File: src/verilog/pad_pkg.sv
/*
 * Controller port definitions
 * Widths, word types and constants shared by the pad mapper, the port
 * shifters and the console data bus logic
 */
package pad_pkg;

	////////////////////////////////
	// Host side
	////////////////////////////////

	localparam int JOY_BITS      = 23;  // Bits 11..22 carry the mat keys
	localparam int POWERPAD_KEYS = 12;

	typedef logic [JOY_BITS-1:0] joy_t;

	////////////////////////////////
	// Console side
	////////////////////////////////

	localparam int BTN_BITS  = 8;
	localparam int NUM_PORTS = 2;

	typedef logic [BTN_BITS-1:0] btn_t;
	typedef logic [23:0]         pad_word_t;  // Buttons low, tap byte above
	typedef logic [7:0]          sense_t;     // One power pad sensor line
	typedef logic [4:0]          port_data_t; // D0..D4 of one port

	// Multitap signature bytes
	localparam logic [7:0] TAP_SIG_P1 = 8'h08;
	localparam logic [7:0] TAP_SIG_P2 = 8'h04;

	// Microphone tone counter
	localparam int MIC_ON_COUNT = 215;
	localparam int MIC_WRAP     = 250;

	////////////////////////////////
	// Power pad readout order
	////////////////////////////////

	// Mat key index per sensor bit, bit 7 first
	typedef logic [3:0] key_idx_t;
	typedef key_idx_t   sense_order_t [7:0];

	// Index past the last mat key, always reads as one
	localparam key_idx_t KEY_ONE = 4'd15;

	localparam sense_order_t SENSE_D3_ORDER = '{
		4'd6, 4'd10, 4'd9, 4'd5, 4'd8, 4'd4, 4'd0, 4'd1
	};

	localparam sense_order_t SENSE_D4_ORDER = '{
		KEY_ONE, KEY_ONE, KEY_ONE, KEY_ONE, 4'd7, 4'd11, 4'd2, 4'd3
	};

endpackage

File: src/verilog/pad_mapper.sv
/*
 * Pad mapper
 * Turns the host joysticks into the load words of both pad ports,
 * with swap and multitap, and the two power pad sensor words
 */
`timescale 1ns/10ps

module pad_mapper (
	input  pad_pkg::joy_t      joy_a,
	input  pad_pkg::joy_t      joy_b,
	input  pad_pkg::joy_t      joy_c,
	input  pad_pkg::joy_t      joy_d,
	input  logic               joy_swap,
	input  logic               multitap_en,
	output pad_pkg::pad_word_t pad_load [pad_pkg::NUM_PORTS],
	output pad_pkg::sense_t    sense_d3_load,
	output pad_pkg::sense_t    sense_d4_load
);

	import pad_pkg::*;

	// Every index of key_idx_t gets a slot, spare slots read one
	localparam int KEY_SLOTS = 2 ** $bits(key_idx_t);

	//////////////////////////////
	// Button reorder
	//////////////////////////////

	// Console order is Right Left Down Up Start Select B A from bit 7
	function automatic btn_t to_console(input joy_t joy);
		return {joy[0], joy[1], joy[2], joy[3], joy[7], joy[6], joy[5], joy[4]};
	endfunction

	btn_t btn_a;
	btn_t btn_b;
	btn_t btn_c;
	btn_t btn_d;
	btn_t port1_btn;
	btn_t port2_btn;

	assign btn_a = to_console(joy_a);
	assign btn_b = to_console(joy_b);
	assign btn_c = to_console(joy_c);
	assign btn_d = to_console(joy_d);

	assign port1_btn = joy_swap ? btn_b : btn_a;
	assign port2_btn = joy_swap ? btn_a : btn_b;

	//////////////////////////////
	// Port load words
	//////////////////////////////

	// Without the tap the upper 16 reads are all ones
	assign pad_load[0] = multitap_en ? {TAP_SIG_P1, btn_c, port1_btn}
	                                 : {16'hFFFF, port1_btn};
	assign pad_load[1] = multitap_en ? {TAP_SIG_P2, btn_d, port2_btn}
	                                 : {16'hFFFF, port2_btn};

	//////////////////////////////
	// Power pad
	//////////////////////////////

	logic [POWERPAD_KEYS-1:0] mat_keys;
	logic [KEY_SLOTS-1:0]     key_slots;

	// Any joystick may press a mat key
	assign mat_keys = joy_a[JOY_BITS-1 -: POWERPAD_KEYS]
	                | joy_b[JOY_BITS-1 -: POWERPAD_KEYS]
	                | joy_c[JOY_BITS-1 -: POWERPAD_KEYS]
	                | joy_d[JOY_BITS-1 -: POWERPAD_KEYS];

	assign key_slots = {{(KEY_SLOTS - POWERPAD_KEYS){1'b1}}, mat_keys};

	function automatic sense_t order_keys(
		input logic [KEY_SLOTS-1:0] slots,
		input sense_order_t         order
	);
		sense_t word;
		for (int i = 0; i < $bits(sense_t); i++) begin
			word[i] = slots[order[i]];
		end
		return word;
	endfunction

	assign sense_d3_load = order_keys(key_slots, SENSE_D3_ORDER);
	assign sense_d4_load = order_keys(key_slots, SENSE_D4_ORDER);

endmodule

File: src/verilog/pad_top.sv
/*
 * Controller port top level
 * Joystick mapper, one pad shifter per console port, the power pad
 * sensor shifters on port 2 and the console data bus multiplexer
 */
`timescale 1ns/10ps

module pad_top #(
	parameter int NUM_PORTS_P = pad_pkg::NUM_PORTS
) (
	input  logic                   clk,
	input  logic                   reset_nes,
	input  pad_pkg::joy_t          joy_a,
	input  pad_pkg::joy_t          joy_b,
	input  pad_pkg::joy_t          joy_c,
	input  pad_pkg::joy_t          joy_d,
	input  logic                   joy_swap,
	input  logic                   multitap_en,
	input  logic                   powerpad_en,
	input  logic                   joypad_strobe,
	input  logic [NUM_PORTS_P-1:0] joypad_clock,
	output pad_pkg::port_data_t    joypad1_data,
	output pad_pkg::port_data_t    joypad2_data
);

	import pad_pkg::*;

	localparam int MIC_JOY_BIT = 9; // Mic button on the host joystick

	pad_word_t              pad_load [NUM_PORTS_P];
	sense_t                 sense_d3_load;
	sense_t                 sense_d4_load;
	logic [NUM_PORTS_P-1:0] pad_bit;
	logic                   sense_d3_bit;
	logic                   sense_d4_bit;
	logic                   mic_button;

	assign mic_button = joy_a[MIC_JOY_BIT] | joy_b[MIC_JOY_BIT];

	//////////////////////////////
	// Load words
	//////////////////////////////

	pad_mapper u_mapper (
		.joy_a         (joy_a),
		.joy_b         (joy_b),
		.joy_c         (joy_c),
		.joy_d         (joy_d),
		.joy_swap      (joy_swap),
		.multitap_en   (multitap_en),
		.pad_load      (pad_load),
		.sense_d3_load (sense_d3_load),
		.sense_d4_load (sense_d4_load)
	);

	//////////////////////////////
	// Shifters
	//////////////////////////////

	for (genvar i = 0; i < NUM_PORTS_P; i++) begin : g_pad_port
		shift_port #(
			.payload_t (pad_word_t),
			.FILL      (1'b0)
		) u_pad_shift (
			.clk        (clk),
			.reset_nes  (reset_nes),
			.load       (joypad_strobe),
			.port_clock (joypad_clock[i]),
			.load_word  (pad_load[i]),
			.out_bit    (pad_bit[i])
		);
	end

	// Mat sensors read on port 2, ones after the last key
	shift_port #(
		.payload_t (sense_t),
		.FILL      (1'b1)
	) u_d3_shift (
		.clk        (clk),
		.reset_nes  (reset_nes),
		.load       (joypad_strobe),
		.port_clock (joypad_clock[1]),
		.load_word  (sense_d3_load),
		.out_bit    (sense_d3_bit)
	);

	shift_port #(
		.payload_t (sense_t),
		.FILL      (1'b1)
	) u_d4_shift (
		.clk        (clk),
		.reset_nes  (reset_nes),
		.load       (joypad_strobe),
		.port_clock (joypad_clock[1]),
		.load_word  (sense_d4_load),
		.out_bit    (sense_d4_bit)
	);

	//////////////////////////////
	// Console buses
	//////////////////////////////

	port_data_mux u_data_mux (
		.clk          (clk),
		.reset_nes    (reset_nes),
		.pad_bit      (pad_bit),
		.sense_d3_bit (sense_d3_bit),
		.sense_d4_bit (sense_d4_bit),
		.powerpad_en  (powerpad_en),
		.mic_button   (mic_button),
		.joypad1_data (joypad1_data),
		.joypad2_data (joypad2_data)
	);

endmodule

File: src/verilog/port_data_mux.sv
/*
 * Port data multiplexer
 * Builds both console data buses and generates the microphone tone
 */
`timescale 1ns/10ps

module port_data_mux (
	input  logic                           clk,
	input  logic                           reset_nes,
	input  logic [pad_pkg::NUM_PORTS-1:0]  pad_bit,
	input  logic                           sense_d3_bit,
	input  logic                           sense_d4_bit,
	input  logic                           powerpad_en,
	input  logic                           mic_button,
	output pad_pkg::port_data_t            joypad1_data,
	output pad_pkg::port_data_t            joypad2_data
);

	import pad_pkg::*;

	localparam int CNT_W = $clog2(MIC_WRAP + 1);

	//////////////////////////////
	// Microphone tone
	//////////////////////////////

	logic [CNT_W-1:0] mic_cnt;
	logic             mic_tone;

	always_ff @(posedge clk) begin
		if (reset_nes) begin
			mic_cnt <= '0;
		end else if (mic_cnt == CNT_W'(MIC_WRAP)) begin
			mic_cnt <= '0;
		end else begin
			mic_cnt <= mic_cnt + 1'b1;
		end
	end

	// Duty of the square wave the console samples
	assign mic_tone = (mic_cnt < CNT_W'(MIC_ON_COUNT)) && mic_button;

	//////////////////////////////
	// Data buses
	//////////////////////////////

	// Port 1 has the mic on D2
	assign joypad1_data = {2'b00, mic_tone, 1'b0, pad_bit[0]};

	always_comb begin
		joypad2_data    = '0;
		joypad2_data[0] = pad_bit[1];
		// Mat sensors ride on D3 and D4
		if (powerpad_en) begin
			joypad2_data[4] = sense_d4_bit;
			joypad2_data[3] = sense_d3_bit;
		end
	end

endmodule

File: src/verilog/shift_port.sv
/*
 * Console port shifter
 * Parallel load on strobe, shifts right on each falling port clock
 */
`timescale 1ns/10ps

module shift_port #(
	parameter type  payload_t = logic [7:0],
	parameter logic FILL      = 1'b0
) (
	input  logic     clk,
	input  logic     reset_nes,
	input  logic     load,
	input  logic     port_clock,
	input  payload_t load_word,
	output logic     out_bit
);

	localparam int W = $bits(payload_t);

	logic [W-1:0] shift_reg;
	logic         last_clock; // Port clock seen at the previous edge
	logic         clock_fall;

	// High at the first edge that samples the port clock low again
	assign clock_fall = last_clock & ~port_clock;

	always_ff @(posedge clk) begin
		if (reset_nes) begin
			last_clock <= 1'b0;
		end else begin
			last_clock <= port_clock;
		end
	end

	always_ff @(posedge clk) begin
		if (reset_nes) begin
			shift_reg <= '0;
		end else if (clock_fall) begin
			// A read in progress beats a new strobe
			shift_reg <= {FILL, shift_reg[W-1:1]};
		end else if (load) begin
			shift_reg <= load_word;
		end
	end

	assign out_bit = shift_reg[0]; // Console sees the low bit first

endmodule
File: config.mk
export PLATFORM = sky130hd
export DESIGN_NAME = pad_top
export DESIGN_NICKNAME = d
export VERILOG_FILES = /design/src/verilog/pad_pkg.sv /design/src/verilog/pad_mapper.sv /design/src/verilog/pad_top.sv /design/src/verilog/port_data_mux.sv /design/src/verilog/shift_port.sv
export SDC_FILE = /design/constraint.sdc
export NUM_CORES = 1
export LEC_CHECK = 0
export ABC_AREA = 1
export BUFFER_PORTS_ARGS = -buffer_cell sky130_fd_sc_hd__buf_2
export CAP_MARGIN = 15
export CORE_MARGIN = 8
export CORE_UTILIZATION = 41
export CTS_CLUSTER_SIZE = 30
export DETAILED_ROUTE_END_ITERATION = 16
export HOLD_SLACK_MARGIN = 0.1
export PLACE_DENSITY = 0.64
export SYNTH_ARGS = -nofsm -noshare
export SYNTH_HDL_FRONTEND = slang
export SYNTH_SLANG_ARGS = --single-unit
File: constraint.sdc
create_clock -name clk -period 2 [get_ports clk]
set_input_delay 0.1 -clock clk [delete_from_list [all_inputs] [get_ports clk]]
set_output_delay 0.1 -clock clk [all_outputs]
set_load 0.05 [all_outputs]
==> flow_metrics.tcl, run 1 <==
set metrics [dict create \
    finalWeightedCongestion 0.8128 \
    rsz0062_at_grt "no" \
    ios 110 \
    slowest_delay_ps 550 \
    power_frac_comb 0.170 \
    cts_tree "yes" \
    synth_cell_types 29 \
    drcViolationCount 0 \
    vdd_drop_max_uv 438.2 \
    mostFrequentLayoutCell "nand2_1" \
    finalSetupViolations 0 \
    crit_type "input port to register" \
    place_hpwl_mm 6.668 \
    hold_depth 7 \
    min_path_type "input port to register" \
    maxSlewViolCount 0 \
    layout-drive-gt1-share 0.2430 \
    synth_seq_area_share 0.3597 \
    p_clk_frac 0.350 \
    htree_levels 3 \
    clkLatencyLatePin_ps 360 \
    layout.nets 813 \
    cp-start-kind "input port" \
    ys_ff_latch 74 \
    vias_per_cell 4.576 \
    largest_reg_flops 48 \
    worst-path-buf-inv 5 \
    cts_max_path_buffers 2 \
    leakage_nw 2.565 \
    fp.dieW_um 116.2 \
    fp.coreArea_um2 9774 \
    clkSinkCount 74 \
    worstHoldEndpoint "g_pad_port[1].u_pad_shift.shift_reg[13]" \
    required_ps 2260 \
    multi_input_area_um2 2044 \
    finalCritPeriodShare 0.9567 \
    grt_pass1_wl_mm 16.02 \
    p_sw_uw 985.2 \
    clk_pin_slew_ps 80 \
    synthToLayoutAreaGrowth_pct 19.68 \
    timing.rr.start "u_d3_shift.last_clock" \
    fin_skew_ps 11.42 \
    fin_crit_ps 1913 \
    power.density_nw_per_um2 691.0 \
    cp-end-kind "register" \
    crit_fanout 1 \
    yosys_warnings 0 \
    crit_chain "dlygate4sd3_1, buf_2, nor2_1, dlygate4sd3_1, nand2_1, dlygate4sd3_1, nand2_1, nand3_2, nand2_1, inv_1" \
    final_cells 849 \
    vias 3885 \
    antenna_left 0 \
    grt_pass1_vias 3725 \
    min_from "joy_d[2]" \
    rows 36 \
    seq_area_um2 1481 \
    antenna_found_initial 0 \
    crit_slowest_cell "dlygate4sd3_1" \
    start_util 0.4214 \
    cts_root_buf "clkbuf_8" \
    most-common-layout-cells "159 x nand2_1, 94 x buf_2, 84 x nor2_1" \
    power_frac_seq 0.480 \
    relSlewSlack 0.5904 \
    synth_area_um2 4119 \
    wl_mm 9.357 \
    setup_tns_ps 0 \
    crit_family "buffers and inverters" \
    place_inst 814 \
    crit_arrival_ps 2170 \
    startpoint "joy_d[16]" \
    ff2ff_setup_slack_ps 500 \
    n_antenna_cell 0 \
    track_usage 0.1444 \
    final_hold_viol_count 0 \
    port_buffers 94 \
    cap_violations 0 \
    grt_overflow 0 \
    fmax_mhz 522.6 \
    numCtsBuffers 9 \
    swShare 0.2892 \
    worstMarginPinSlew_ps 612.2 \
    cts_resized 0 \
    avgSynthCellArea_um2 6.676 \
    power_mw 3.407 \
    dieArea_um2 13510 \
    grt_max_degree 35 \
    drt-initial-drc-count 175 \
    synthCells 617 \
    routedWlPerCell_um 11.02 \
    outcome "complete, no violations" \
    internal-power_mw 2.421 \
    worst-r2r-cell-count 5 \
    die_y_um 116.2 \
    reg2reg_to "u_d4_shift.shift_reg[1]" \
    filler_cell_count 1006 \
    drtPass1Iterations 4 \
]
==> per-layer routing <==
layer / global-route usage / vias up / routed length (um)
met4: 0.03976 / 0 / 95
met5: 0 / - / 0
li1: - / 2088 / -
met1: 0.1702 / 1697 / 4324
met2: 0.2496 / 89 / 4348
met3: 0.04188 / 11 / 588
==> power by group through the flow <==
| stage | clock (mW) | combinational, mW | sequential (mW) |
|---|---|---|---|
| 2_1_floorplan | 0 | 0.429 | 1.66 |
| 3_3_place_gp | 0 | 0.543 | 1.66 |
| 3_5_place_dp | 0 | 0.557 | 1.67 |
| 4_1_cts | 1.23 | 0.586 | 1.64 |
| 5_1_grt | 1.30 | 0.659 | 1.65 |
| 6_report | 1.19 | 0.579 | 1.63 |
==> through the flow <==
stage,setup WS [ps],util,hold slack [ps],cell area [um2]
final,86.56,0.5044,113.7,4930
after detailed placement,438.3,0.4640,360.5,4536
after global placement,503.4,0.4640,344.8,4536
after floorplan,904.3,-,217.1,4134
after CTS,114.2,0.5054,100.5,4940
after global routing,7.684,0.5044,108.3,4930
==> cell families after synthesis <==
logic type,share of synthesized area
adders and majority gates,0.006074
xor gates and xnor gates,0.004254
DFF,0.3597
buffers and inverters,0.1476
and+or+nand+nor,0.4028
AOI/OAI and AO/OA,0.07868
other,0.0009104
==> Yosys cell counts, drive strengths merged <==
cell type,n,area share
nor3,3,0.0061
or2,3,0.0046
o21ai,32,0.045
xor2,1,0.0021
nand2,166,0.16
clkbuf,3,0.0027
buf,37,0.068
a21oi,23,0.033
nor2,87,0.082
xnor2,1,0.0021
inv,84,0.077
nand3,100,0.15
conb,1,0.00091
dfxtp,74,0.36
ha,2,0.0061
==> tightest hold or removal path, stage by stage <==
cell and delay, ps:
buf_2 70, inv_1 30, nand2_1 50, nand2_1 50, nand3_1 50, nand2_1 40, inv_1 40
==> how the worst max path moves through the flow <==
stage,endpoint,slack [ps],cells after the start
2_1_floorplan,joypad1_data[2],900,5
3_3_place_gp,u_d3_shift.shift_reg[0],500,7
3_5_place_dp,u_d3_shift.shift_reg[0],440,7
4_1_cts,u_d3_shift.shift_reg[2],110,10
5_1_grt,u_d3_shift.shift_reg[4],8,10
6_report,u_d3_shift.shift_reg[4],90,10
==> cell type report <==
class,instances,area share
clock buffers,10,0.02792
multi-input cells,423,0.4147
inverters,84,0.06396
clock inverters,6,0.01345
repair buffers,119,0.1457
flip-flops and latches,74,0.3005
well taps,133,0.03376
==> what timing repair did <==
item,CTS,global route
hold endpoints to repair,13,0
buffers inserted,0,0
setup endpoints to repair,0,1
hold buffers,20,0
(Power assumes the default switching activity.)
==> run 2: changes to the inputs <==
--- a/config.mk
+++ b/config.mk
@@ -14,6 +14,7 @@
 export DETAILED_ROUTE_END_ITERATION = 16
 export HOLD_SLACK_MARGIN = 0.1
 export PLACE_DENSITY = 0.64
+export REMOVE_ABC_BUFFERS = 1
 export SYNTH_ARGS = -nofsm -noshare
 export SYNTH_HDL_FRONTEND = slang
 export SYNTH_SLANG_ARGS = --single-unit
==> run 2 against run 1 <==
Compared with the run above:
- count of clock-buffer cells in the layout decreased by 1
- utilization decreased by 1.5 points
- maximum frequency increased by 21%
- cell count decreased by 1.8%
- combinational power decreased by 4.3%
- register-to-register slack improved by 70 ps
- largest power group unchanged
- flip-flop and latch count unchanged
- sequential power about the same
- sequential share of layout area increased by 0.94 points
==> flow_metrics.tcl, run 2 (synthesis results as in run 1) <==
set metrics [dict create \
    outcome "complete, no violations" \
    reg2reg_to "u_d4_shift.shift_reg[1]" \
    power.density_nw_per_um2 723.0 \
    largest_reg_flops 48 \
    antenna_found_initial 0 \
    required_ps 1900 \
    fin_skew_ps 13.63 \
    numCtsBuffers 9 \
    grt_max_degree 35 \
    cts_tree "yes" \
    n_antenna_cell 0 \
    power_mw 3.456 \
    mostFrequentLayoutCell "nand2_1" \
    setup_tns_ps 0 \
    vias_per_cell 4.580 \
    finalWeightedCongestion 0.7102 \
    wl_mm 9.297 \
    clk_pin_slew_ps 80 \
    layout.nets 798 \
    place_hpwl_mm 6.662 \
    place_inst 814 \
    relSlewSlack 0.5833 \
    ff2ff_setup_slack_ps 570 \
    drtPass1Iterations 4 \
    rsz0062_at_grt "no" \
    timing.rr.start "u_d3_shift.last_clock" \
    cts_max_path_buffers 2 \
    min_path_type "input port to register" \
    dieArea_um2 13510 \
    drcViolationCount 0 \
    drt-initial-drc-count 175 \
    min_from "joy_d[17]" \
    grt_pass1_wl_mm 15.67 \
    routedWlPerCell_um 11.15 \
    crit_arrival_ps 1480 \
    crit_type "register to output port" \
    start_util 0.4214 \
    track_usage 0.1416 \
    htree_levels 3 \
    cp-start-kind "register" \
    vias 3820 \
    worst-r2r-cell-count 5 \
    ios 110 \
    final_hold_viol_count 0 \
    cap_violations 0 \
    hold_depth 5 \
    fmax_mhz 634.8 \
    fin_crit_ps 1575 \
    grt_overflow 0 \
    die_y_um 116.2 \
    clkSinkCount 74 \
    rows 36 \
    worstMarginPinSlew_ps 622.9 \
    fp.coreArea_um2 9774 \
    finalSetupViolations 0 \
    cts_root_buf "clkbuf_8" \
    leakage_nw 2.512 \
    synthToLayoutAreaGrowth_pct 16.07 \
    final_cells 834 \
    clkLatencyLatePin_ps 350 \
    most-common-layout-cells "159 x nand2_1, 94 x buf_2, 84 x nor2_1" \
    crit_fanout 4 \
    vdd_drop_max_uv 285.6 \
    finalCritPeriodShare 0.7876 \
    cp-end-kind "output port" \
    maxSlewViolCount 0 \
    fp.dieW_um 116.2 \
    antenna_left 0 \
    port_buffers 94 \
    grt_pass1_vias 3591 \
    layout-drive-gt1-share 0.2482 \
    filler_cell_count 1006 \
    worstHoldEndpoint "u_d3_shift.shift_reg[7]" \
]
-- run 2: cell count changes in the layout (fill, tap and decap cells not counted) --
| cell | before | now |
|---|---|---|
| bufinv_16 | 1 | 2 |
| buf_4 | 5 | 6 |
| clkbuf_8 | 10 | 9 |
| clkinv_2 | 1 | 2 |
| buf_12 | 1 | 0 |
| dlygate4sd3_1 | 19 | 4 |
| clkinvlp_4 | 3 | 2 |
-- run 2: repair_timing --
action,in CTS,in global routing
buffers inserted,0,0
hold endpoints to repair,4,0
resized for setup,0,0
hold buffers,4,0
-- run 2: worst max-delay path, cell delays in order, from the launching register on --
cell     delay [ps]
dfxtp_1         340
ha_1            250
nand3_1          90
nand3_1          70
a21oi_1         110
buf_2           280
-- run 2: how the worst max path moves through the flow --
| stage | cells past startpoint | from | endpoint | slack, ps |
|---|---|---|---|---|
| after floorplan | 4 | u_data_mux.mic_cnt[0] | joypad1_data[2] | 450 |
| after global placement | 7 | joypad_strobe | u_d3_shift.shift_reg[6] | 560 |
| after detailed placement | 7 | joypad_strobe | u_d3_shift.shift_reg[2] | 530 |
| after CTS | 5 | u_data_mux.mic_cnt[0] | joypad1_data[2] | 400 |
| after global routing | 5 | u_data_mux.mic_cnt[0] | joypad1_data[2] | 270 |
| final | 5 | u_data_mux.mic_cnt[0] | joypad1_data[2] | 420 |
-- run 2: report_power, final --
part | leakage (nW) | internal [mW] | switching [mW] | total, mW
Combinational | 1.79 | 0.215 | 0.339 | 0.554
Clock | 0.105 | 0.700 | 0.567 | 1.27
Sequential | 0.613 | 1.58 | 0.0585 | 1.63
Total | 2.51 | 2.49 | 0.965 | 3.46
-- run 2: metrics by stage --
stage	hold slack, ps	setup slack, ps	cell area (um2)	util
CTS	100.5	397.6	4781	0.4891
finish	111.7	424.7	4781	0.4891
global placement	344.4	563.0	4523	0.4628
detailed placement	359.9	531.8	4523	0.4628
floorplan	169.1	447.9	3841	-
global route	127.6	268.2	4781	0.4891
-- run 2: layout make-up --
class / instances / area [um2] / share of cell area
multi-input cells: 423 / 2044 / 0.4276
flip-flops and latches: 74 / 1481 / 0.3099
repair buffers: 104 / 555.5 / 0.1162
inverters: 84 / 315.3 / 0.06595
well taps: 133 / 166.4 / 0.03481
clock buffers: 9 / 123.9 / 0.02591
clock inverters: 7 / 93.84 / 0.01963
-- run 2: layer usage --
| metal | routed length [um] | share of wire | vias up | track usage |
|---|---|---|---|---|
| met1 | 4092 | 0.44 | 1678 | 0.1582 |
| met4 | 92 | 0.0099 | 0 | 0.05013 |
| met5 | 0 | 0 | - | 0 |
| met2 | 4625 | 0.50 | 77 | 0.2608 |
| li1 | - | - | 2054 | - |
| met3 | 487 | 0.052 | 11 | 0.02740 |
==> run 3: changes to the inputs <==
--- a/config.mk
+++ b/config.mk
@@ -13,7 +13,7 @@
 export CTS_CLUSTER_SIZE = 30
 export DETAILED_ROUTE_END_ITERATION = 16
 export HOLD_SLACK_MARGIN = 0.1
-export PLACE_DENSITY = 0.64
+export PLACE_DENSITY = 0.66
 export REMOVE_ABC_BUFFERS = 1
 export SYNTH_ARGS = -nofsm -noshare
 export SYNTH_HDL_FRONTEND = slang
==> constraint.sdc (replaced) <==
create_clock -name clk -period 1.3 [get_ports clk]
set_input_delay 0.065 -clock clk [delete_from_list [all_inputs] [get_ports clk]]
set_output_delay 0.065 -clock clk [all_outputs]
set_load 0.05 [all_outputs]
==> run 3 against run 2 <==
Compared with the run above:
- the flow now finishes with violations (negative setup slack)
- worst setup slack worse by 470 ps
- final area is 17% higher
- register-to-register slack worse by 510 ps
- utilization is 8.5 points higher
- count of clock-buffer cells in the layout is 1 higher
- cell count is 9.5% higher
- flip-flop and latch count stayed put
- power is 52% higher
- critical path depth stayed put
- wire length is 22% higher
- non-clock buffer count is 76 higher
- clock power is 28% higher
==> flow_metrics.tcl, run 3 (synthesis results as in run 1) <==
set metrics [dict create \
    outcome "finished, violations left" \
    violations "negative setup slack" \
    maxSlewViolCount 0 \
    post-place-ws_ps 32.74 \
    cp-start-kind "register" \
    grt_pass1_wl_mm 18.73 \
    numCtsBuffers 9 \
    place_hpwl_mm 6.856 \
    clkLatencyLatePin_ps 350 \
    antenna_found_initial 3 \
    vias_per_cell 4.784 \
    cts_root_buf "clkbuf_8" \
    finalCritPeriodShare 1.035 \
    crit_end "joypad1_data[2]" \
    track_usage 0.1725 \
    wl_mm 11.34 \
    cp-end-kind "output port" \
    largest_reg_flops 48 \
    layout.nets 874 \
    power_frac_seq 0.481 \
    port_buffers 94 \
    p_clk_frac 0.311 \
    required_ps 1240 \
    crit_type "register to output port" \
    ios 110 \
    swShare 0.2990 \
    startpoint "u_data_mux.mic_cnt[0]" \
    fp.dieW_um 116.2 \
    final_hold_viol_count 0 \
    fin_crit_ps 1346 \
    grt_overflow 0 \
    finalSetupViolations 1 \
    drtPass1Iterations 5 \
    ff2ff_setup_slack_ps 60 \
    p_sw_mw 1.568 \
    fin_skew_ps 8.104 \
    setup_tns_ps -46.11 \
    antenna_left 0 \
    clk_pin_slew_ps 80 \
    drcViolationCount 0 \
    synthToLayoutAreaGrowth_pct 36.33 \
    cap_violations 0 \
    fp.coreArea_um2 9774 \
    start_util 0.4214 \
    crit_arrival_ps 1280 \
    clkSinkCount 74 \
    vdd_drop_max_uv 551.8 \
    leakage_nw 2.844 \
    cts_max_path_buffers 2 \
    worst-r2r-cell-count 6 \
    layout-drive-gt1-share 0.2535 \
    finalWeightedCongestion 0.7452 \
    crit_fanout 2 \
    die_y_um 116.2 \
    vias 4368 \
    mostFrequentLayoutCell "nand2_1" \
    routedWlPerCell_um 12.42 \
    rsz0062_at_grt "yes" \
    min_path_type "input port to register" \
    rows 36 \
    grt_max_degree 35 \
    dieArea_um2 13510 \
    reg2reg_to "u_data_mux.mic_cnt[1]" \
    cts_tree "yes" \
    most-common-layout-cells "158 x nand2_1, 93 x buf_2, 84 x nor2_1" \
    drt-initial-drc-count 228 \
    internal-power_mw 3.675 \
    timing.rr.start "u_data_mux.mic_cnt[0]" \
    grt_pass1_vias 4279 \
    power_frac_comb 0.208 \
    htree_levels 3 \
    fmax_mhz 742.9 \
    finalWorstSetupSlack_ps -46.11 \
    power.density_nw_per_um2 933.6 \
]
## run 3: worst max-delay path: stages, from the launching register on
cell     delay, ps
dfxtp_2        340
ha_4           160
nand3_2         70
nand3_2         60
a21oi_2        140
buf_6          170
## run 3: layout make-up
cell class	instances	area, um2
Antenna cell	3	7.507
Clock buffer	10	137.6
Clock inverter	6	42.54
Fill cell	906	4159
Inverter	84	315.3
Multi-Input combinational cell	423	2113
Sequential cell	74	1485
Tap cell	133	166.4
Timing Repair Buffer	180	1348
## run 3: power groups by stage
stage	combinational, mW	clock (mW)	sequential (mW)
6_report	1.09	1.63	2.52
2_1_floorplan	0.538	0	2.57
3_5_place_dp	0.883	0	2.57
4_1_cts	1.07	1.68	2.52
5_1_grt	1.22	1.78	2.54
3_3_place_gp	0.861	0	2.56
## run 3: per-stage QoR
step | cells | cell area, um2 | util | power [mW] | hold WS, ps
final | 913 | 5615 | 0.5745 | 5.243 | 104.3
after global routing | 913 | 5615 | 0.5745 | 5.538 | 130.9
after CTS | 912 | 5584 | 0.5713 | 5.267 | 101.4
after detailed placement | 821 | 4626 | 0.4732 | 3.450 | 318.8
after global placement | 821 | 4626 | 0.4732 | 3.424 | 310.2
after floorplan | 581 | 3841 | - | 3.103 | 134.1
## run 3: what timing repair did
action / in CTS / in global routing
pin swaps: 2 / 5
gates resized for setup: 8 / 11
setup endpoints to repair: 1 / 26
hold endpoints to repair: 36 / 0
hold buffers: 72 / 0
buffers inserted: 3 / 0
## run 3: worst min path at each step
stage                                         endpoint  depth (start not counted)            start
6_report       g_pad_port[0].u_pad_shift.shift_reg[13]                          7         joy_c[2]
5_1_grt                        u_d4_shift.shift_reg[1]                          5        joy_a[13]
2_1_floorplan  g_pad_port[0].u_pad_shift.shift_reg[23]                          1        reset_nes
4_1_cts        g_pad_port[0].u_pad_shift.shift_reg[12]                          7         joy_c[3]
3_3_place_gp      g_pad_port[0].u_pad_shift.last_clock                          3  joypad_clock[0]
3_5_place_dp      g_pad_port[0].u_pad_shift.last_clock                          3  joypad_clock[0]
## run 3: per-layer routing
| metal | vias up | wire, um | GRT usage |
|---|---|---|---|
| li1 | 2209 | - | - |
| met1 | 1987 | 4446 | 0.1771 |
| met2 | 127 | 5759 | 0.3132 |
| met3 | 45 | 639 | 0.03878 |
| met4 | 0 | 496 | 0.1054 |
| met5 | - | 0 | 0 |
